==> src/logic/nnPkg.sv <==
package nnPkg;

	typedef logic [7:0] actT;
	typedef logic signed [7:0] weightT;
	typedef logic signed [15:0] biasT;
	typedef logic signed [22:0] accT;
	typedef logic [1:0] classT;

	localparam int FracBits = 6;
	localparam int ActMax = 127;

	localparam int NumIn = 10;
	localparam int NumHidden = 8;
	localparam int NumClass = 4;

	// Row n holds the weights of neuron n, one entry per input.
	localparam weightT [0:NumHidden*NumIn-1] DefHiddenWeights = '{
		8'sd62, 8'sd54, 8'sd50, -8'sd18, 8'sd44, 8'sd12, 8'sd4, 8'sd16, 8'sd4, -8'sd34,
		-8'sd22, 8'sd31, 8'sd8, 8'sd40, -8'sd15, 8'sd27, -8'sd9, 8'sd18, 8'sd33, -8'sd6,
		8'sd14, -8'sd37, 8'sd25, 8'sd9, 8'sd51, -8'sd12, 8'sd30, -8'sd20, 8'sd7, 8'sd22,
		8'sd35, 8'sd6, -8'sd28, 8'sd17, 8'sd3, 8'sd44, -8'sd16, 8'sd29, -8'sd11, 8'sd13,
		-8'sd8, 8'sd19, 8'sd41, -8'sd33, 8'sd26, 8'sd5, 8'sd38, -8'sd14, 8'sd21, 8'sd10,
		8'sd27, -8'sd5, 8'sd12, 8'sd48, -8'sd19, 8'sd16, 8'sd2, 8'sd36, -8'sd25, 8'sd31,
		8'sd9, 8'sd45, -8'sd17, 8'sd23, 8'sd11, -8'sd29, 8'sd52, 8'sd4, 8'sd18, -8'sd7,
		-8'sd31, 8'sd15, 8'sd20, 8'sd6, 8'sd39, 8'sd24, -8'sd10, 8'sd43, 8'sd1, 8'sd28
	};

	localparam biasT [0:NumHidden-1] DefHiddenBias = '{
		-16'sd1024, 16'sd256, -16'sd512, 16'sd128,
		-16'sd256, 16'sd384, -16'sd768, 16'sd64
	};

	localparam weightT [0:NumClass*NumHidden-1] DefOutWeights = '{
		8'sd24, -8'sd18, 8'sd33, 8'sd12, -8'sd9, 8'sd27, 8'sd15, -8'sd6,
		-8'sd11, 8'sd29, 8'sd8, 8'sd21, 8'sd30, -8'sd14, 8'sd19, 8'sd10,
		8'sd17, 8'sd13, -8'sd20, 8'sd35, 8'sd6, 8'sd22, -8'sd8, 8'sd26,
		8'sd32, 8'sd7, 8'sd14, -8'sd16, 8'sd25, 8'sd9, 8'sd28, -8'sd3
	};

	localparam biasT [0:NumClass-1] DefOutBias = '{
		-16'sd256, 16'sd128, -16'sd128, 16'sd64
	};

endpackage
==> src/logic/denseLayer.sv <==
`timescale 1ns/1ps

module denseLayer #(
	parameter int NumInputs = 10,
	parameter int NumOutputs = 8,
	parameter nnPkg::weightT [0:NumInputs*NumOutputs-1] Weights = '0,
	parameter nnPkg::biasT [0:NumOutputs-1] Bias = '0
) (
	input logic clk,
	input logic reset,
	input logic inValid,
	output logic inReady,
	input nnPkg::actT [NumInputs-1:0] inAct,
	output logic outValid,
	input logic outReady,
	output nnPkg::actT [NumOutputs-1:0] outAct
);

	// Stage 0 input register, stage 1 accumulator, stage 2 activation.
	logic [2:0] stageValid;
	logic advance;

	// The whole row moves together, or holds together.
	assign advance = !stageValid[2] || outReady;
	assign inReady = advance;
	assign outValid = stageValid[2];

	always_ff @(posedge clk)
	begin
		if (reset)
		begin
			stageValid <= '0;
		end
		else if (advance)
		begin
			stageValid <= {stageValid[1:0], inValid};
		end
	end

	for (genvar n = 0; n < NumOutputs; n++)
	begin : gNeuron
		neuron #(
			.NumInputs(NumInputs),
			.Weights(Weights[n*NumInputs +: NumInputs]),
			.Bias(Bias[n])
		) uNeuron (
			.clk(clk),
			.reset(reset),
			.advance(advance),
			.act(inAct),
			.result(outAct[n])
		);
	end

	// A stalled output must not change until it is taken.
	outputHeld: assert property (@(posedge clk) disable iff (reset)
		outValid && !outReady |=> outValid && $stable(outAct));

endmodule

==> src/logic/neuron.sv <==
`timescale 1ns/1ps

module neuron #(
	parameter int NumInputs = 10,
	parameter nnPkg::weightT [0:NumInputs-1] Weights = '0,
	parameter nnPkg::biasT Bias = '0
) (
	input logic clk,
	input logic reset,
	input logic advance,
	input nnPkg::actT [NumInputs-1:0] act,
	output nnPkg::actT result
);

	// Integer bits of the result, seven for a limit of 127.
	localparam int IntBits = $clog2(nnPkg::ActMax + 1);
	localparam int SignBit = $bits(nnPkg::accT) - 1;
	localparam int TopBit = nnPkg::FracBits + IntBits;

	nnPkg::actT [NumInputs-1:0] actR;
	nnPkg::accT sum;
	nnPkg::accT accR;
	logic roundUp;
	logic [IntBits:0] rounded;
	nnPkg::actT activated;

	// Activations are read as signed, so inputs of 128 and up count negative.
	always_comb
	begin
		sum = nnPkg::accT'(Bias);
		for (int i = 0; i < NumInputs; i++)
		begin
			sum = sum + nnPkg::accT'(signed'(actR[i]) * Weights[i]);
		end
	end

	// Round up only when the dropped fraction is above one half.
	assign roundUp = accR[nnPkg::FracBits-1] && (|accR[nnPkg::FracBits-2:0]);
	assign rounded = {1'b0, accR[TopBit-1:nnPkg::FracBits]} + (IntBits+1)'(roundUp);

	always_comb
	begin
		if (accR[SignBit])
		begin
			activated = '0;
		end
		else if (|accR[SignBit-1:TopBit])
		begin
			activated = nnPkg::actT'(nnPkg::ActMax);
		end
		else if (rounded > nnPkg::ActMax)
		begin
			activated = nnPkg::actT'(nnPkg::ActMax);
		end
		else
		begin
			activated = nnPkg::actT'(rounded);
		end
	end

	always_ff @(posedge clk)
	begin
		if (reset)
		begin
			actR <= '0;
			accR <= '0;
			result <= '0;
		end
		else if (advance)
		begin
			actR <= act;
			accR <= sum;
			result <= activated;
		end
	end

	// Result stays in range.
	resultInRange: assert property (@(posedge clk) disable iff (reset)
		result <= nnPkg::ActMax);

endmodule

==> config.mk <==
export PLATFORM = sky130hd
export DESIGN_NAME = denseLayer
export DESIGN_NICKNAME = d
export VERILOG_FILES = /design/src/logic/nnPkg.sv /design/src/logic/denseLayer.sv /design/src/logic/neuron.sv
export SDC_FILE = /design/constraint.sdc
export NUM_CORES = 1
export LEC_CHECK = 0
export ABC_CLOCK_PERIOD_IN_PS = 1400
export CAP_MARGIN = 25
export CORE_AREA = 2 2 58 60
export CTS_BUF_LIST = sky130_fd_sc_hd__clkbuf_16
export DETAILED_ROUTE_END_ITERATION = 10
export DIE_AREA = 0 0 60 62
export DONT_BUFFER_PORTS = 1
export SETUP_SLACK_MARGIN = 0.5
export SLEW_MARGIN = 20
export SYNTH_ARGS = -nofsm -noshare
export SYNTH_HDL_FRONTEND = slang
export SYNTH_SLANG_ARGS = --single-unit
==> constraint.sdc <==
create_clock -name clk -period 1.4 [get_ports clk]
set_input_delay 0.14 -clock clk [delete_from_list [all_inputs] [get_ports clk]]
set_output_delay 0.14 -clock clk [all_outputs]
set_load 0.005 [all_outputs]
== After elaboration in Yosys (flattened, before gate mapping) ==
Index checks and enable logic that the tools add are counted.

* Register bits: 3
* Input port bits: 84
* Output and inout port bits: 66
* Logic and storage cells: 3

* Reduce and logical (&&, ||, !) cells: 2

{| class="wikitable"
|+ Operators with widths
! kind !! number
|-
| 1-bit logical NOT || 1
|-
| 1-bit logical OR || 1
|}

== Depth between registers and ports, before layout ==
* Word-level depth: 2
* Mapped depth: 3
* Gate-level depth less buffers: 3

== Cells and area by module ==
Synthesis repeated with hierarchy kept, for this count alone.

* Cells, all modules: 84
* Area, all modules: 639.4 µm²

{| class="wikitable"
|+ By module, submodules not included
! module !! times used !! cells an instance !! area an instance (µm²) !! seq. area each (µm²)
|-
| neuron || 8 || 9 || 63.8 || 0.0
|-
| denseLayer || 1 || 12 || 128.9 || 60.1
|}

== Worst setup path before layout ==
Ideal clock, no wire load.

* Path kind: register to register
* Start: reg stageValid[2]
* End: reg stageValid[0]
* Arrival time: 0.677 ns
* Setup slack: 0.652 ns
* Stages on the path, launching flop included: 3
* Path buffers: 0
* Period minus slack after synthesis: 0.748 ns
* Path through: dfxtp_1 nor2b_4 mux2i_1

* Longest elaborated chain between the ends: 2

{| class="wikitable"
|+ Ends and longest elaborated chain
! item !! RTL line !! source
|-
| start, declared || denseLayer.sv:20 || <nowiki>logic [2:0] stageValid;</nowiki>
|-
| start signal, assigned || denseLayer.sv:36 || <nowiki>stageValid <= {stageValid[1:0], inValid};</nowiki>
|-
| 1-bit logical NOT || denseLayer.sv:24 || <nowiki>assign advance = !stageValid[2] || outReady;</nowiki>
|-
| 1-bit logical OR || denseLayer.sv:24 ||
|}

Every way passes these cells.
A chain may end at the register's enable or synchronous reset.

== Worst setup path after layout ==
* Start: reg stageValid[2]
* End: out inReady

* Longest elaborated chain between the ends: 2

{| class="wikitable"
|+ Ends and longest elaborated chain
! item !! RTL line !! source
|-
| 1-bit logical NOT || denseLayer.sv:24 ||
|-
| 1-bit logical OR || denseLayer.sv:24 ||
|-
| end, declared || denseLayer.sv:12 || <nowiki>output logic inReady,</nowiki>
|}

Every way passes these cells.

==> flow_summary_export.csv <==
group,metric,value,unit
setup_path,cp_top_family,"flip-flops",
synth,yosysWarnings,0,
place,port_buffers,0,
routing,drt_first_pass_iters,3,
global_routing,grt_util_all_layers,3.06,%
die,die_y,62,um
synth,post_synth.cell_area_avg,7.96,um2
final_layout,top_regs,"stageValid x3",
pwr,worst_ir_drop_vdd,0.296,mV
synth,yosys.cell_types.count,11,
die,fp-row-count,21,
sta,clock_skew,0.00188,ns
routing,num_vias,288,
clocking,numCtsBuffers,3,
setup_path,crit_chain,"nor2b_4, inv_2",
routing,wirelength,578,um
routing,wl_per_cell,4.52,um
synth,ys_seq_area_share,9.80,%
synth,synth_top_area_cell,"buf_4",
final_layout,drive_gt1_share,9.76,%
routing,via_per_inst,2.25,
clocking,path_clk_slew,0.03,ns
min_path,hold_path.class,"in -> reg",
final_layout,largest_register_ffs,3,
pwr,p_per_area,1130,nW/um2
synth,netlist_top_cells_count,"buf_4, dfxtp_1, nand2b_1",
setup_path,critPathArrivalTime,0.77,ns
global_routing,grt_max_degree,5,
setup_path,cp_slowest_cell,"dfxtp_2",
routing,drc_errors,0,
sta,fin_crit,0.909,ns
sta,finalCritPeriodShare,65.0,%
final_layout,diodes,0,
synth,synth_edf_count,0,
synth,async_flop_share,0,%
clocking,cts_tree,"built",
clocking,numClockSinks,3,
synth,syn_area,613,um2
synth,synth.most_common_cell,"buf_4",
global_routing,grt_overflow,0,
setup_path,worst-path-max-fanout,3,
sta,clock.fmax,1.10,GHz
sta,setup_tns,0,ns
die,core,3180,um2
sta,worst_hold_slack,0.0779,ns
global_routing,antenna_found_initial,0,
final_layout,area_delta_synth_final,-14.5,%
place,place.gp.congestion,0.464,
place,hpwl,480,um
synth,synth_area_leaders,"buf_4, dfxtp_1, nor2b_4",
clocking,clkLatencyLatePin,0.22,ns
setup_path,startpoint_type,"flop",
setup_path,critPathRequiredTime,1.26,ns
die,start_util,19.3,%
setup_path,critPathKind,"reg -> out",
routing,first_iter_violations,3,
clocking,clk_path_buf_depth,2,
outcome,status,"completed",
die,dieArea,3720,um2
sta,hold_viol,0,
die,io_pins,150,
final_layout,nets,167,
global_routing,grt_pass1_vias,135,
clocking,cts_htree_levels,1,
global_routing,grt_pass1_wl,607,um
routing,ant_nets,0,
synth,synth-seq-cells,3,
pwr,p_leak,0.301,nW
sta,setup_violations,0,
synth,synth-main-ff-cell,"dfxtp_1",
clocking,clockRootBuffer,"clkbuf_16",
sta,setup_ws,0.491,ns
setup_path,path_buf_inv,1,
die,die_x,60,um
synth,synthCells,77,
synth,synth_top_area_share,78.4,%
place,place_ws,0.568,ns
run,drv_cap,0,
setup_path,slowest_delay,0.34,ns
setup_path,cp-end-kind,"primary output",
sta,rsz0062_at_grt,"yes",
sta,slew_viol_final,0,
final_layout,top_register,"stageValid",
## metal layers
| metal | track usage (%) | up-vias | wire length, um |
|---|---|---|---|
| met5 | 0 | - | 0 |
| met4 | 6.67 | 0 | 38 |
| met3 | 2.69 | 4 | 199 |
| met2 | 3.42 | 54 | 194 |
| met1 | 1.85 | 114 | 146 |
| li1 | - | 116 | - |
## per-stage QoR
step	cells	util, %	power (mW)	instance area [um2]
floorplan	140	-	0.269	850
global placement	122	13.4	0.140	427
detailed placement	122	13.4	0.141	427
CTS	128	16.5	0.599	524
global route	128	16.5	0.629	524
finish	128	16.5	0.595	524
## placed cells by master (no fill, tap or decap)
master and n:
o21ai_1 1, a21oi_2 1, mux2i_1 1, dfxtp_2 1
inv_2 1, conb_1 64, clkbuf_16 3, buf_4 1
nor2b_4 1, dlygate4sd3_1 1, dfxtp_1 2, nand2b_1 2
inv_1 2, nand4bb_1 1
## where the power goes
group | internal (mW) | total, mW | switching [mW]
combinational | 0.00861 | 0.0542 | 0.0456
clock | 0.368 | 0.448 | 0.0793
sequential | 0.0907 | 0.0929 | 0.00225
## cells by family (layout without fill, tap and decap cells)
kind of cell	count (synthesis)	in the layout	synth area share, %
buffers and inverters	66	8	79.6
other	1	64	0.612
AO/OA/AOI/OAI	2	2	2.24
AND/OR/NAND/NOR	4	4	6.12
multiplexers	1	1	1.63
flip-flops	3	3	9.80
## area by class of cell
| class | count | area (um2) |
|---|---|---|
| clock buffer | 3 | 75.1 |
| clock inverter | 1 | 3.75 |
| fill | 359 | 2660 |
| inverter | 2 | 7.51 |
| multi-input combinational | 71 | 302 |
| sequential | 3 | 61.3 |
| tap | 46 | 57.6 |
| timing repair buffer | 2 | 17.5 |
## worst register-to-register path: stages (launching register included)
cell and delay (ns):
dfxtp_2 0.34, nor2b_4 0.15, buf_4 0.12, mux2i_1 0.16
## final timing paths
kind / start / endpoint / slack (ns) / cells past startpoint
setup / recovery: stageValid[2] / inReady / 0.49 / 2
hold / removal: inValid / stageValid[0] / 0.08 / 2
setup reg to reg: stageValid[2] / stageValid[0] / 0.56 / 3
hold reg to reg: stageValid[1] / stageValid[2] / 0.45 / 2
## what timing repair did
item / in CTS / in global routing
hold buffers: 1 / 0
gates resized for setup: 1 / 0
setup buffers: 1 / 0
hold endpoints to repair: 1 / 0
endpoints found under the setup margin: 1 / 1
No activity file was read; power rests on OpenSTA's default activity.
