## src/logic/nnPkg.sv

```systemverilog
package nnPkg;

	typedef logic [7:0] actT;
	typedef logic signed [7:0] weightT;
	typedef logic signed [15:0] biasT;
	typedef logic signed [22:0] accT;
	typedef logic [1:0] classT;

	localparam int FracBits = 6;
	localparam int ActMax = 127;

	localparam int NumIn = 10;
	localparam int NumHidden = 8;
	localparam int NumClass = 4;

	// Row n holds the weights of neuron n, one entry per input.
	localparam weightT [0:NumHidden*NumIn-1] DefHiddenWeights = '{
		8'sd62, 8'sd54, 8'sd50, -8'sd18, 8'sd44, 8'sd12, 8'sd4, 8'sd16, 8'sd4, -8'sd34,
		-8'sd22, 8'sd31, 8'sd8, 8'sd40, -8'sd15, 8'sd27, -8'sd9, 8'sd18, 8'sd33, -8'sd6,
		8'sd14, -8'sd37, 8'sd25, 8'sd9, 8'sd51, -8'sd12, 8'sd30, -8'sd20, 8'sd7, 8'sd22,
		8'sd35, 8'sd6, -8'sd28, 8'sd17, 8'sd3, 8'sd44, -8'sd16, 8'sd29, -8'sd11, 8'sd13,
		-8'sd8, 8'sd19, 8'sd41, -8'sd33, 8'sd26, 8'sd5, 8'sd38, -8'sd14, 8'sd21, 8'sd10,
		8'sd27, -8'sd5, 8'sd12, 8'sd48, -8'sd19, 8'sd16, 8'sd2, 8'sd36, -8'sd25, 8'sd31,
		8'sd9, 8'sd45, -8'sd17, 8'sd23, 8'sd11, -8'sd29, 8'sd52, 8'sd4, 8'sd18, -8'sd7,
		-8'sd31, 8'sd15, 8'sd20, 8'sd6, 8'sd39, 8'sd24, -8'sd10, 8'sd43, 8'sd1, 8'sd28
	};

	localparam biasT [0:NumHidden-1] DefHiddenBias = '{
		-16'sd1024, 16'sd256, -16'sd512, 16'sd128,
		-16'sd256, 16'sd384, -16'sd768, 16'sd64
	};

	localparam weightT [0:NumClass*NumHidden-1] DefOutWeights = '{
		8'sd24, -8'sd18, 8'sd33, 8'sd12, -8'sd9, 8'sd27, 8'sd15, -8'sd6,
		-8'sd11, 8'sd29, 8'sd8, 8'sd21, 8'sd30, -8'sd14, 8'sd19, 8'sd10,
		8'sd17, 8'sd13, -8'sd20, 8'sd35, 8'sd6, 8'sd22, -8'sd8, 8'sd26,
		8'sd32, 8'sd7, 8'sd14, -8'sd16, 8'sd25, 8'sd9, 8'sd28, -8'sd3
	};

	localparam biasT [0:NumClass-1] DefOutBias = '{
		-16'sd256, 16'sd128, -16'sd128, 16'sd64
	};

endpackage
```

## src/logic/argmaxUnit.sv

```systemverilog
`timescale 1ns/1ps

module argmaxUnit #(
	parameter int NumScores = 4
) (
	input logic clk,
	input logic reset,
	input logic inValid,
	output logic inReady,
	input nnPkg::actT [NumScores-1:0] inAct,
	output logic outValid,
	input logic outReady,
	output nnPkg::classT outClass,
	output nnPkg::actT outScore
);

	nnPkg::classT bestIdx;
	nnPkg::actT bestVal;

	// Strict compare, so the lowest index keeps a tie.
	always_comb
	begin
		bestIdx = '0;
		bestVal = inAct[0];
		for (int i = 1; i < NumScores; i++)
		begin
			if (inAct[i] > bestVal)
			begin
				bestIdx = nnPkg::classT'(i);
				bestVal = inAct[i];
			end
		end
	end

	assign inReady = !outValid || outReady;

	always_ff @(posedge clk)
	begin
		if (reset)
		begin
			outValid <= 1'b0;
		end
		else if (inReady)
		begin
			outValid <= inValid;
		end
	end

	always_ff @(posedge clk)
	begin
		if (inValid && inReady)
		begin
			outClass <= bestIdx;
			outScore <= bestVal;
		end
	end

	classInRange: assert property (@(posedge clk) disable iff (reset)
		outValid |-> outClass < NumScores);

endmodule

```

## config.mk

```make
export PLATFORM = sky130hd
export DESIGN_NAME = argmaxUnit
export DESIGN_NICKNAME = d
export VERILOG_FILES = /design/src/logic/nnPkg.sv /design/src/logic/argmaxUnit.sv
export SDC_FILE = /design/constraint.sdc
export NUM_CORES = 1
export LEC_CHECK = 0
export ABC_AREA = 1
export BUFFER_PORTS_ARGS = -buffer_cell sky130_fd_sc_hd__buf_2
export CAP_MARGIN = 25
export CORE_MARGIN = 1
export CORE_UTILIZATION = 36
export CTS_CLUSTER_SIZE = 8
export DETAILED_ROUTE_END_ITERATION = 6
export PLACE_DENSITY = 0.7
export SLEW_MARGIN = 10
export SYNTH_ARGS = -nofsm -noshare
export SYNTH_HDL_FRONTEND = slang
export SYNTH_SLANG_ARGS = --single-unit
```

## constraint.sdc

```tcl
create_clock -name clk -period 4.53 [get_ports clk]
set_input_delay 0 -clock clk [delete_from_list [all_inputs] [get_ports clk]]
set_output_delay 0 -clock clk [all_outputs]
set_load 0.01 [all_outputs]
```

# Yosys cells after proc, flatten, opt, wreduce, memory -nomap -nowiden
# Cells that the tools add are included.
[word_totals] wordCells=16 output_inout_bits=12 inputBits=36 regBits=11
[op_classes] n_reduce_logical=4 order_cmp=3 mux=5
[ops] cell="8-bit greater-than comparator" n=3
[ops] cell="8-bit 2-to-1 mux" n=3
[ops] cell="1-bit 2-to-1 mux" n=2
[ops] cell="2-bit OR reduction" n=1
[ops] cell="1-bit logical AND" n=1
[ops] cell="1-bit zero test" n=1
[ops] cell="1-bit logical OR" n=1

# Depth between registers and ports, before layout
# Gate-level depths: netlist (run 1).
[depth] ltp_word=6 depth_mapped=35 mapped_depth_nobuf=34

# Least setup slack after synthesis (run 1)
# OpenSTA, ideal clock, no wires.
[synth_timing] path_kind="input port to flip-flop" start="in inAct[7] in the netlist's numbering" end="reg outScore[0], data pin" setup_time_ps=253 path_buffers=2 setup_slack_ps=1037 required_time_ps=4277 t_arrival_ps=3240 cell_stages=27 path_cell_list="inv_1 ha_1 a21o_1 nor2_1 nand2_2 nand2_4 buf_2 nand2_1 o21ai_0 ha_1 a21oi_1 nor2_1 a211oi_1 nand2_4 nand2_8 nand2_2 and2_1 ha_1 inv_1 a21oi_1 o21ai_0 nand2_1 o211ai_1 nand2_1 buf_2 nand3_1 nand2_1"
[synth_via] elab_chain_len=6
[synth_rtl] element="from (decl)" line="argmaxUnit.sv:10" text="input nnPkg::actT [NumScores-1:0] inAct,"
[synth_rtl] element="8-bit greater-than comparator" line="argmaxUnit.sv:27" text="if (inAct[i] > bestVal)"
[synth_rtl] element="8-bit 2-to-1 mux (*)" line="argmaxUnit.sv:27"
[synth_rtl] element="8-bit greater-than comparator" line="argmaxUnit.sv:27"
[synth_rtl] element="8-bit 2-to-1 mux (*)" line="argmaxUnit.sv:27"
[synth_rtl] element="8-bit greater-than comparator" line="argmaxUnit.sv:27"
[synth_rtl] element="8-bit 2-to-1 mux (*)" line="argmaxUnit.sv:27"
[synth_rtl] element="via bestVal[0]" line="argmaxUnit.sv:18" text="nnPkg::actT bestVal;"
[synth_rtl] element="to (signal assigned)" line="argmaxUnit.sv:54" text="outScore <= bestVal;"
[synth_rtl] element="to (decl)" line="argmaxUnit.sv:14" text="output nnPkg::actT outScore"
# The timed path passes the listed nets; every way through them passes the cells marked *.
# A chain may end at the register's enable or synchronous reset.

# Worst setup path after layout (run 1)
[layout_timing] start="in inAct[1] in the netlist's numbering" end="reg outScore[3], data pin"
# The elaborated chain is that of the path after synthesis.

==> results.json, run 1 <==
{
  "status": "completed",
  "utilization": 0.4665,
  "place.gp.congestion": 0.8840,
  "dp.cells": 280,
  "cts_buffer_depth": 2,
  "syn-num-nets": 246,
  "synth_area_leader_cell": "edfxtp_1",
  "dr_total_vias": 1303,
  "cp-end-kind": "flip-flop",
  "worst_pin_slew_ns": 0.8749,
  "grt_pass1_vias": 1234,
  "cts.sinks": 11,
  "ant_nets": 0,
  "hold-worst-slack_ns": 0.04534,
  "post-dp-hpwl_mm": 2.524,
  "power.density_mw_per_mm2": 301.7,
  "pre_cts_ws_ns": 0.4819,
  "h-tree-depth": 1,
  "grt_overflow": 0,
  "area_growth_pct": 24.89,
  "synth_top_cell_area_share": 0.2196,
  "maxSlewHeadroom": 0.4168,
  "slew_violations": 0,
  "total_power_uw": 515.2,
  "drive_above_1_share": 0.3207,
  "fp.dieW_um": 63.64,
  "n_antenna_cell": 0,
  "yosysWarnings": 0,
  "fin_crit_ns": 3.744,
  "dpl_cell_area_sq_mm": 0.001653,
  "synth.distinct_cells": 23,
  "reg2reg_depth": 1,
  "dieArea_sq_mm": 0.004049,
  "initial_core_util": 0.3735,
  "worstSetupPathType": "input pin to flip-flop",
  "crit_required_ns": 4.51,
  "drt-total-wl_mm": 2.764,
  "ys.flop_type": "edfxtp_1",
  "ys_async_sr_fraction": 0,
  "maxCapViolCount": 0,
  "cts_tree": "yes",
  "grt_pass1_wl_mm": 4.816,
  "synth.area.top_cells": "edfxtp_1 22%, ha_1 21%, nand2_1 13%",
  "skew_ns": 0.0004935,
  "numCtsBuffers": 3,
  "core_sq_mm": 0.003661,
  "die_y_um": 63.64,
  "hp-class": "input pin to flip-flop",
  "rsz0062_at_grt": "no",
  "finalSetupTns_ns": 0,
  "arrival_ns": 3.73,
  "worstSkewPairLatency_ns": 0.23,
  "drc": 0,
  "root_buffer": "clkbuf_8",
  "placementRows": 22,
  "first_iter_violations": 35,
  "yosysMostFrequentCell": "nand2_1",
  "syn_area_per_cell_sq_um": 7.313,
  "setup_violations": 0,
  "ir_drop_uv": 81.10,
  "synth_edf_count": 10,
  "start_kind": "input pin",
  "fin_ws_ns": 0.7864,
  "fin_crit_sh": 0.8264,
  "timing.fmax_mhz": 267.1,
  "nets": 297,
  "ys_seq_area_frac": 0.2342,
  "path_max_fanout": 16,
  "layout.cells.non_filler": 285,
  "portBuffers": 47,
  "routedWlPerCell_um": 9.698,
  "syn_inst": 187,
  "viasPerCell": 4.572,
  "power.leakage_nw": 0.9720,
  "holdPathStages": 3,
  "antenna_found_initial": 0,
  "io_pins": 48,
  "grt.total_usage": 0.1462,
  "clkTransAtPathRegs_ns": 0.05,
  "drtPass1Iterations": 3,
  "grt_max_degree": 17,
  "synth_commonest_cells": "49 x nand2_1, 29 x inv_1, 23 x ha_1",
  "finalHoldViolCount": 0,
  "synth-seq-cells": 11,
  "syn-cell-area_sq_mm": 0.001368,
  "final_area_sq_mm": 0.001708
}
==> worst paths after layout <==
path / slack, ns / from / to
worst min-delay path: 0.05 / inValid / outValid$_SDFFE_PP0N_
worst max register to register: 3.14 / outValid$_SDFFE_PP0N_ / outScore[0]$_DFFE_PP_
worst min register to register: 0.50 / outValid$_SDFFE_PP0N_ / outValid$_SDFFE_PP0N_
worst max-delay path: 0.79 / inAct[1] / outScore[3]$_DFFE_PP_
==> report_power, final <==
group          internal, mW  switching, mW  leakage, nW
clock                0.0613         0.0316       0.0228
sequential            0.145        0.00416        0.105
combinational         0.105          0.169        0.844
==> critical path, cell delays in order <==
cell	delay (ns)
buf_2	0.10
inv_1	0.06
ha_1	0.31
nand2_1	0.06
nand2_1	0.05
nand2_1	0.04
nand2_1	0.05
nand2_1	0.06
nand2_2	0.10
nand2_4	0.12
o21ai_0	0.29
ha_1	0.30
a21oi_1	0.15
nor2_1	0.05
a211oi_1	0.30
nand2_4	0.16
nand2_8	0.14
nand2_2	0.06
nand2_1	0.08
ha_1	0.24
a21oi_1	0.14
o21ai_0	0.09
nand2_1	0.06
o211ai_1	0.08
nand2_1	0.27
inv_1	0.21
nand2_1	0.10
nand2_1	0.05
==> sequential cells by signal, summed over array words and instances (netlist names) <==
register  cells
outValid      1
outScore      8
outClass      2
==> layer usage <==
| metal | GRT usage | vias to the layer above | wire [um] |
|---|---|---|---|
| met3 | 0.01268 | 2 | 93 |
| met4 | 0.04261 | 0 | 14 |
| li1 | - | 714 | - |
| met5 | 0 | - | 0 |
| met1 | 0.1643 | 557 | 1216 |
| met2 | 0.2846 | 30 | 1439 |
==> repair_timing <==
item / CTS / global route
gates resized for setup: 0 / 0
endpoints found under the hold margin: 1 / 0
hold buffers: 1 / 0
setup buffers: 0 / 0
==> placed cells by master (no fill, tap or decap), drive strengths merged, types with 4 or more instances in the layout <==
cell type  Yosys  routed
ha            23      23
o21ai          8       8
nand2         68      68
nand4          4       4
a21oi         10      10
inv           31      31
nand3         21      21
edfxtp        10      10
clkbuf         0       4
nor2           5       5
buf            2      47
==> cell type report <==
type                    count  area (sq um)
inverters                  31         116.4
clock buffers               4         45.04
multi-input cells         143         920.9
well taps                  48         60.06
fillers                   391          1953
repair buffers             48         245.2
flip-flops and latches     11         320.3
==> cell families after synthesis <==
logic type               count (synthesis)  share of synthesized area
AND/OR/NAND/NOR                         99                     0.3806
flip-flops                              11                     0.2342
AO/OA/AOI/OAI                           21                    0.08235
buffers and inverters                   33                    0.09241
adder cells (fa/ha/maj)                 23                     0.2104
Power figures use the tool's default switching activity.
==> inputs of run 2 (changes only) <==
--- a/config.mk
+++ b/config.mk
@@ -5,7 +5,7 @@
 export SDC_FILE = /design/constraint.sdc
 export NUM_CORES = 1
 export LEC_CHECK = 0
-export ABC_AREA = 1
+export ABC_AREA = 0
 export BUFFER_PORTS_ARGS = -buffer_cell sky130_fd_sc_hd__buf_2
 export CAP_MARGIN = 25
 export CORE_MARGIN = 1
==> constraint.sdc (replaced) <==
create_clock -name clk -period 3.8 [get_ports clk]
set_input_delay 0 -clock clk [delete_from_list [all_inputs] [get_ports clk]]
set_output_delay 0 -clock clk [all_outputs]
set_load 0.01 [all_outputs]
==> run 2 against run 1 <==
Effect of this change: the run now ends with negative hold slack, negative setup slack left; combinational power is 140% higher; register-to-register slack worse by 0.49 ns; first-iteration DRC count is 40% higher; synthesized area is 2.0% lower; wire length is 53% higher; core utilization is 27 points higher; cell count is 7.4% higher; largest cell class unchanged.
==> results.json, run 2 <==
{
  "crit_required_ns": 3.79,
  "grt_pass1_wl_mm": 6.486,
  "arrival_ns": 4.01,
  "layout.cells.non_filler": 306,
  "syn-cell-area_sq_mm": 0.001340,
  "ys.flop_type": "edfxtp_1",
  "root_buffer": "clkbuf_8",
  "synth.distinct_cells": 35,
  "busiest_layer": "met2",
  "syn_inst": 157,
  "numCtsBuffers": 3,
  "dr_total_vias": 1618,
  "dpl_cell_area_sq_mm": 0.001924,
  "fin_ws_ns": -0.2154,
  "utilization": 0.7386,
  "initial_core_util": 0.3893,
  "worstSkewPairLatency_ns": 0.24,
  "largest_register": "outScore",
  "largestRegisters": "outScore (8), outClass (2), outValid (1)",
  "synth_edf_count": 10,
  "largest_reg_flops": 8,
  "drive_above_1_share": 0.6115,
  "die_y_um": 63.01,
  "rsz0062_at_grt": "yes",
  "h-tree-depth": 1,
  "synth_area_leader_cell": "edfxtp_1",
  "crit_end": "outScore[3]$_DFFE_PP_",
  "mostFrequentLayoutCell": "buf_4",
  "seq_area_sq_um": 320.3,
  "core_sq_mm": 0.003442,
  "synth_commonest_cells": "23 x ha_1, 15 x inv_1, 14 x a21oi_1",
  "drt-total-wl_mm": 4.233,
  "yosysWarnings": 0,
  "multiInputGateArea_sq_mm": 0.001299,
  "synth-seq-cells": 11,
  "ys_async_sr_fraction": 0,
  "io_pins": 48,
  "pre_cts_ws_ns": -0.8732,
  "antenna_found_initial": 0,
  "hold-worst-slack_ns": -0.004489,
  "grt_util_met2": 0.3992,
  "finalHoldViolCount": 1,
  "post-dp-hpwl_mm": 2.846,
  "synth.area.top_cells": "edfxtp_1 22%, ha_1 21%, a21oi_1 5.2%",
  "cts_buffer_depth": 2,
  "ys_seq_area_frac": 0.2390,
  "portBuffers": 47,
  "fin_crit_ns": 4.015,
  "start_kind": "input pin",
  "power.leakage_nw": 1.148,
  "cts.sinks": 11,
  "cts_tree": "yes",
  "gr-usage-met1": 0.2113,
  "path_max_fanout": 8,
  "crit-reg2reg-launch": "outValid$_SDFFE_PP0N_",
  "grt_max_degree": 11,
  "skew_ns": 0.002207,
  "hp-class": "input pin to flip-flop",
  "drtPass1Iterations": 4,
  "final_area_sq_mm": 0.002542,
  "cp-end-kind": "flip-flop",
  "placementRows": 21,
  "drc": 0,
  "finalSetupTns_ns": -1.770,
  "place.gp.congestion": 0.8389,
  "synth_top_cell_area_share": 0.2241,
  "dp.cells": 280,
  "maxCapViolCount": 0,
  "grt_pass1_vias": 1575,
  "viasPerCell": 5.288,
  "setup_violations": 10,
  "area_growth_pct": 89.73,
  "violations": "negative hold slack, negative setup slack",
  "routedWlPerCell_um": 13.83,
  "yosysMostFrequentCell": "ha_1",
  "crit_start": "inAct[4]",
  "grt_use_met3": 0.02372,
  "first_iter_violations": 49,
  "timing.fmax_mhz": 249.0,
  "n_antenna_cell": 0,
  "ir_drop_uv": 135.6,
  "regToRegSetupSlack_ns": 2.65,
  "grt_overflow": 0,
  "syn_area_per_cell_sq_um": 8.535,
  "grt.total_usage": 0.2018,
  "reg2reg_to": "outScore[7]$_DFFE_PP_",
  "fp.dieW_um": 63.01,
  "power.density_mw_per_mm2": 377.7,
  "worstSetupPathType": "input pin to flip-flop",
  "maxSlewHeadroom": 0.7266,
  "fin_crit_sh": 1.057,
  "nFillCells": 252,
  "clkTransAtPathRegs_ns": 0.05,
  "final_cell_mix": "51 x buf_4, 37 x buf_2, 13 x ha_1, 13 x buf_6",
  "reg2reg_depth": 2,
  "worst_pin_slew_ns": 0.4101,
  "slew_violations": 0,
  "nets": 320,
  "syn-num-nets": 216,
  "status": "complete, but fails checks",
  "ant_nets": 0,
  "dieArea_sq_mm": 0.003970
}
## run 2: cell count changes after synthesis, sizes merged, moves of 4 or more
| cell | change |
|---|---|
| a21o | +5 |
| a21oi | +4 |
| inv | -16 |
| mux2i | +6 |
| nand2 | -59 |
| nand2b | +8 |
| nand3 | -10 |
| nand4 | +5 |
| o221a | +6 |
## run 2: worst max-delay path, stage by stage
cell      delay [ns]
buf_6           0.07
inv_2           0.04
ha_4            0.25
nand4_1         0.17
a21o_1          0.23
a21o_4          0.29
mux2i_4         0.21
ha_4            0.27
nand4_1         0.15
a21oi_2         0.16
nand2_1         0.08
a21oi_2         0.11
or3b_4          0.41
buf_6           0.15
nand3_2         0.07
o21ai_2         0.07
ha_4            0.29
inv_2           0.05
o22ai_4         0.18
o21bai_4        0.09
a21o_4          0.26
buf_6           0.14
o221a_4         0.24
## run 2: final cells by class
class,instances,share of cell area
Timing Repair Buffer,104,0.2968
Multi-Input combinational cell,126,0.5108
Tap cell,46,0.02264
Clock buffer,4,0.01772
Inverter,15,0.02608
Sequential cell,11,0.1260
## run 2: where the power goes
part / internal [mW] / switching (mW) / total (mW)
registers: 0.173 / 0.00495 / 0.178
logic: 0.358 / 0.310 / 0.668
clock network: 0.0734 / 0.0411 / 0.114
total: 0.604 / 0.356 / 0.960
## run 2: timing repair
item | 4_1_cts | 5_1_grt
setup buffers | 16 | 3
gates cloned | 1 | 1
endpoints found under the hold margin | 1 | 0
pin swaps | 27 | 16
hold buffers | 1 | 0
endpoints found under the setup margin | 10 | 10
gates resized for setup | 48 | 29
## run 2: logic make-up (layout without fill, tap and decap cells)
family                     Yosys count  count (layout)  synth area share
AOI/OAI and AO/OA                   45              46            0.2250
adders and majority gates           23              23            0.2148
and+or+nand+nor                     49              50            0.1979
DFF                                 11              11            0.2390
buffers and inverters               22             123           0.07002
muxes                                7               7           0.05322
## run 2: worst min-delay path by stage
| stage | cells after the start | slack, ns | endpoint | from |
|---|---|---|---|---|
| 3_3_place_gp | 2 | 0.16 | outValid$_SDFFE_PP0N_ | reset |
| 2_1_floorplan | 1 | 0.07 | outValid$_SDFFE_PP0N_ | reset |
| 6_report | 3 | -0.004 | outValid$_SDFFE_PP0N_ | inValid |
| 5_1_grt | 3 | 0.004 | outValid$_SDFFE_PP0N_ | inValid |
| 3_5_place_dp | 2 | 0.16 | outValid$_SDFFE_PP0N_ | reset |
| 4_1_cts | 3 | 0.004 | outValid$_SDFFE_PP0N_ | inValid |
## run 2: per-layer routing
metal | part of all wire | vias to the layer above
met4 | 0.035 | 0
met1 | 0.37 | 727
li1 | - | 806
met5 | 0 | -
met2 | 0.54 | 68
met3 | 0.053 | 17
## run 2: stage by stage
step           hold slack (ns)  power (mW)
3_5_place_dp            0.1608      0.6075
3_3_place_gp            0.1602      0.5968
5_1_grt               0.003807       1.026
2_1_floorplan          0.06907      0.4771
6_report             -0.004489      0.9602
4_1_cts               0.003830      0.8495
==> inputs of run 3 (changes only) <==
--- a/config.mk
+++ b/config.mk
@@ -5,13 +5,14 @@
 export SDC_FILE = /design/constraint.sdc
 export NUM_CORES = 1
 export LEC_CHECK = 0
-export ABC_AREA = 0
+export ABC_AREA = 1
 export BUFFER_PORTS_ARGS = -buffer_cell sky130_fd_sc_hd__buf_2
 export CAP_MARGIN = 25
 export CORE_MARGIN = 1
 export CORE_UTILIZATION = 36
 export CTS_CLUSTER_SIZE = 8
 export DETAILED_ROUTE_END_ITERATION = 6
+export GPL_TIMING_DRIVEN = 0
 export PLACE_DENSITY = 0.7
 export SLEW_MARGIN = 10
 export SYNTH_ARGS = -nofsm -noshare
==> run 3 against run 2 <==
Effect of this change: the flow now finishes without violations; critical path depth increased by 8; clock power about the same; hold slack improved by 0.027 ns; count of clock-buffer cells in the layout unchanged; sequential cell count unchanged; via count decreased by 15%; critical endpoint unchanged.
==> results.json, run 3 (synthesized netlist as in run 1, its figures left out) <==
{
  "status": "completed",
  "grt_overflow": 0,
  "grt_pass1_vias": 1210,
  "ant_nets": 0,
  "drtPass1Iterations": 4,
  "dieArea_sq_mm": 0.004049,
  "area_growth_pct": 33.58,
  "ir_drop_uv": 99.96,
  "power.leakage_nw": 1.034,
  "worstSkewPairLatency_ns": 0.23,
  "grt_pass1_wl_mm": 4.560,
  "portBuffers": 47,
  "multiInputGateArea_sq_um": 960.9,
  "nets": 309,
  "grt_max_degree": 11,
  "largest_reg_flops": 8,
  "place.gp.congestion": 0.8204,
  "finalSetupTns_ns": 0,
  "maxSlewHeadroom": 0.4084,
  "setup_violations": 0,
  "hp-class": "input pin to flip-flop",
  "cts.sinks": 11,
  "drc": 0,
  "die_y_um": 63.64,
  "largest_register": "outScore",
  "numCtsBuffers": 3,
  "antenna_found_initial": 0,
  "total_power_uw": 673.5,
  "arrival_ns": 3.49,
  "fin_crit_ns": 3.505,
  "io_pins": 48,
  "post-dp-hpwl_mm": 2.439,
  "maxCapViolCount": 0,
  "fin_crit_sh": 0.9224,
  "initial_core_util": 0.3735,
  "cp_num_buf_inv": 5,
  "grt.total_usage": 0.1393,
  "mostFrequentLayoutCell": "nand2_1",
  "skew_ns": 0.001271,
  "nFillCells": 368,
  "drive_above_1_share": 0.3775,
  "first_iter_violations": 50,
  "h-tree-depth": 1,
  "finalHoldViolCount": 0,
  "root_buffer": "clkbuf_8",
  "viasPerCell": 4.613,
  "drt-total-wl_mm": 2.914,
  "crit_slowest_cell": "a211oi_2",
  "timing.fmax_mhz": 285.3,
  "seq_area_sq_um": 320.3,
  "power.density_mw_per_mm2": 368.7,
  "largestRegisters": "outScore (8), outClass (2), outValid (1)",
  "path_max_fanout": 10,
  "slowest_delay_ns": 0.32,
  "cp_top_family": "simple AND/OR/NAND/NOR gates",
  "start_kind": "input pin",
  "n_antenna_cell": 0,
  "cp_common_cell": "nand2_1",
  "fp.dieW_um": 63.64,
  "crit_required_ns": 3.79,
  "worst_pin_slew_ns": 0.8875,
  "routedWlPerCell_um": 9.811,
  "slew_violations": 0,
  "cts_tree": "yes",
  "placementRows": 22,
  "worstSetupPathType": "input pin to flip-flop",
  "final_cell_mix": "49 x nand2_1, 47 x buf_2, 29 x inv_1",
  "dr_total_vias": 1370,
  "core_sq_mm": 0.003661,
  "clkTransAtPathRegs_ns": 0.05,
  "cts_buffer_depth": 2,
  "cp-end-kind": "flip-flop"
}
-- run 3: changes by cell type in the layout (fill, tap and decap cells not counted), sizes merged, moves of 8 or more --
cell and delta:
nand2 +61, buf -46, inv +16, nand3 +10
nand2b -8
-- run 3: final cells by class --
type / count / share of cell area
buffer: 2 / 0.01027
clock buffer: 4 / 0.02466
inverter: 31 / 0.06370
multi-input combinational: 145 / 0.5260
sequential: 11 / 0.1753
tap: 48 / 0.03288
timing repair buffer: 56 / 0.1671
-- run 3: path summary, 6_finish.rpt --
check	from	end	slack (ns)	cells past startpoint
worst max-delay path	inAct[1]	outScore[3]$_DFFE_PP_	0.29	31
worst min-delay path	inValid	outValid$_SDFFE_PP0N_	0.02	3
worst max register to register	outValid$_SDFFE_PP0N_	outScore[5]$_DFFE_PP_	2.40	1
worst min register to register	outValid$_SDFFE_PP0N_	outValid$_SDFFE_PP0N_	0.48	2
-- run 3: per-layer routing --
layer | GRT usage | part of all wire | wire (um) | vias up
met5 | 0 | 0 | 0 | -
met4 | 0.05114 | 0.014 | 41 | 0
met3 | 0.01268 | 0.042 | 123 | 5
met2 | 0.2753 | 0.53 | 1546 | 33
met1 | 0.1488 | 0.41 | 1203 | 592
li1 | - | - | - | 740
-- run 3: timing repair --
item | in CTS | in global routing
pin swaps | 0 | 7
buffers inserted | 0 | 8
endpoints found under the setup margin | 3 | 10
hold buffers | 1 | 0
resized for setup | 1 | 16
hold endpoints to repair | 1 | 0
gates cloned | 0 | 2
-- run 3: metrics by stage --
step	instances	setup WS, ns	util	instance area [sq um]	hold slack, ns
6_report	297	0.2947	0.4990	1827	0.02259
3_3_place_gp	282	-0.2150	0.4542	1663	0.1622
3_5_place_dp	282	-0.2614	0.4542	1663	0.1640
2_1_floorplan	187	0.3067	-	1368	0.06907
5_1_grt	297	-0.03114	0.4990	1827	0.03562
4_1_cts	287	0.1227	0.4706	1723	0.02218
-- run 3: power by group --
group | leakage, nW | switching [mW] | internal, mW | total, mW
sequential | 0.105 | 0.00446 | 0.172 | 0.177
combinational | 0.906 | 0.221 | 0.163 | 0.384
clock | 0.0228 | 0.0395 | 0.0733 | 0.113
total | 1.03 | 0.265 | 0.409 | 0.674
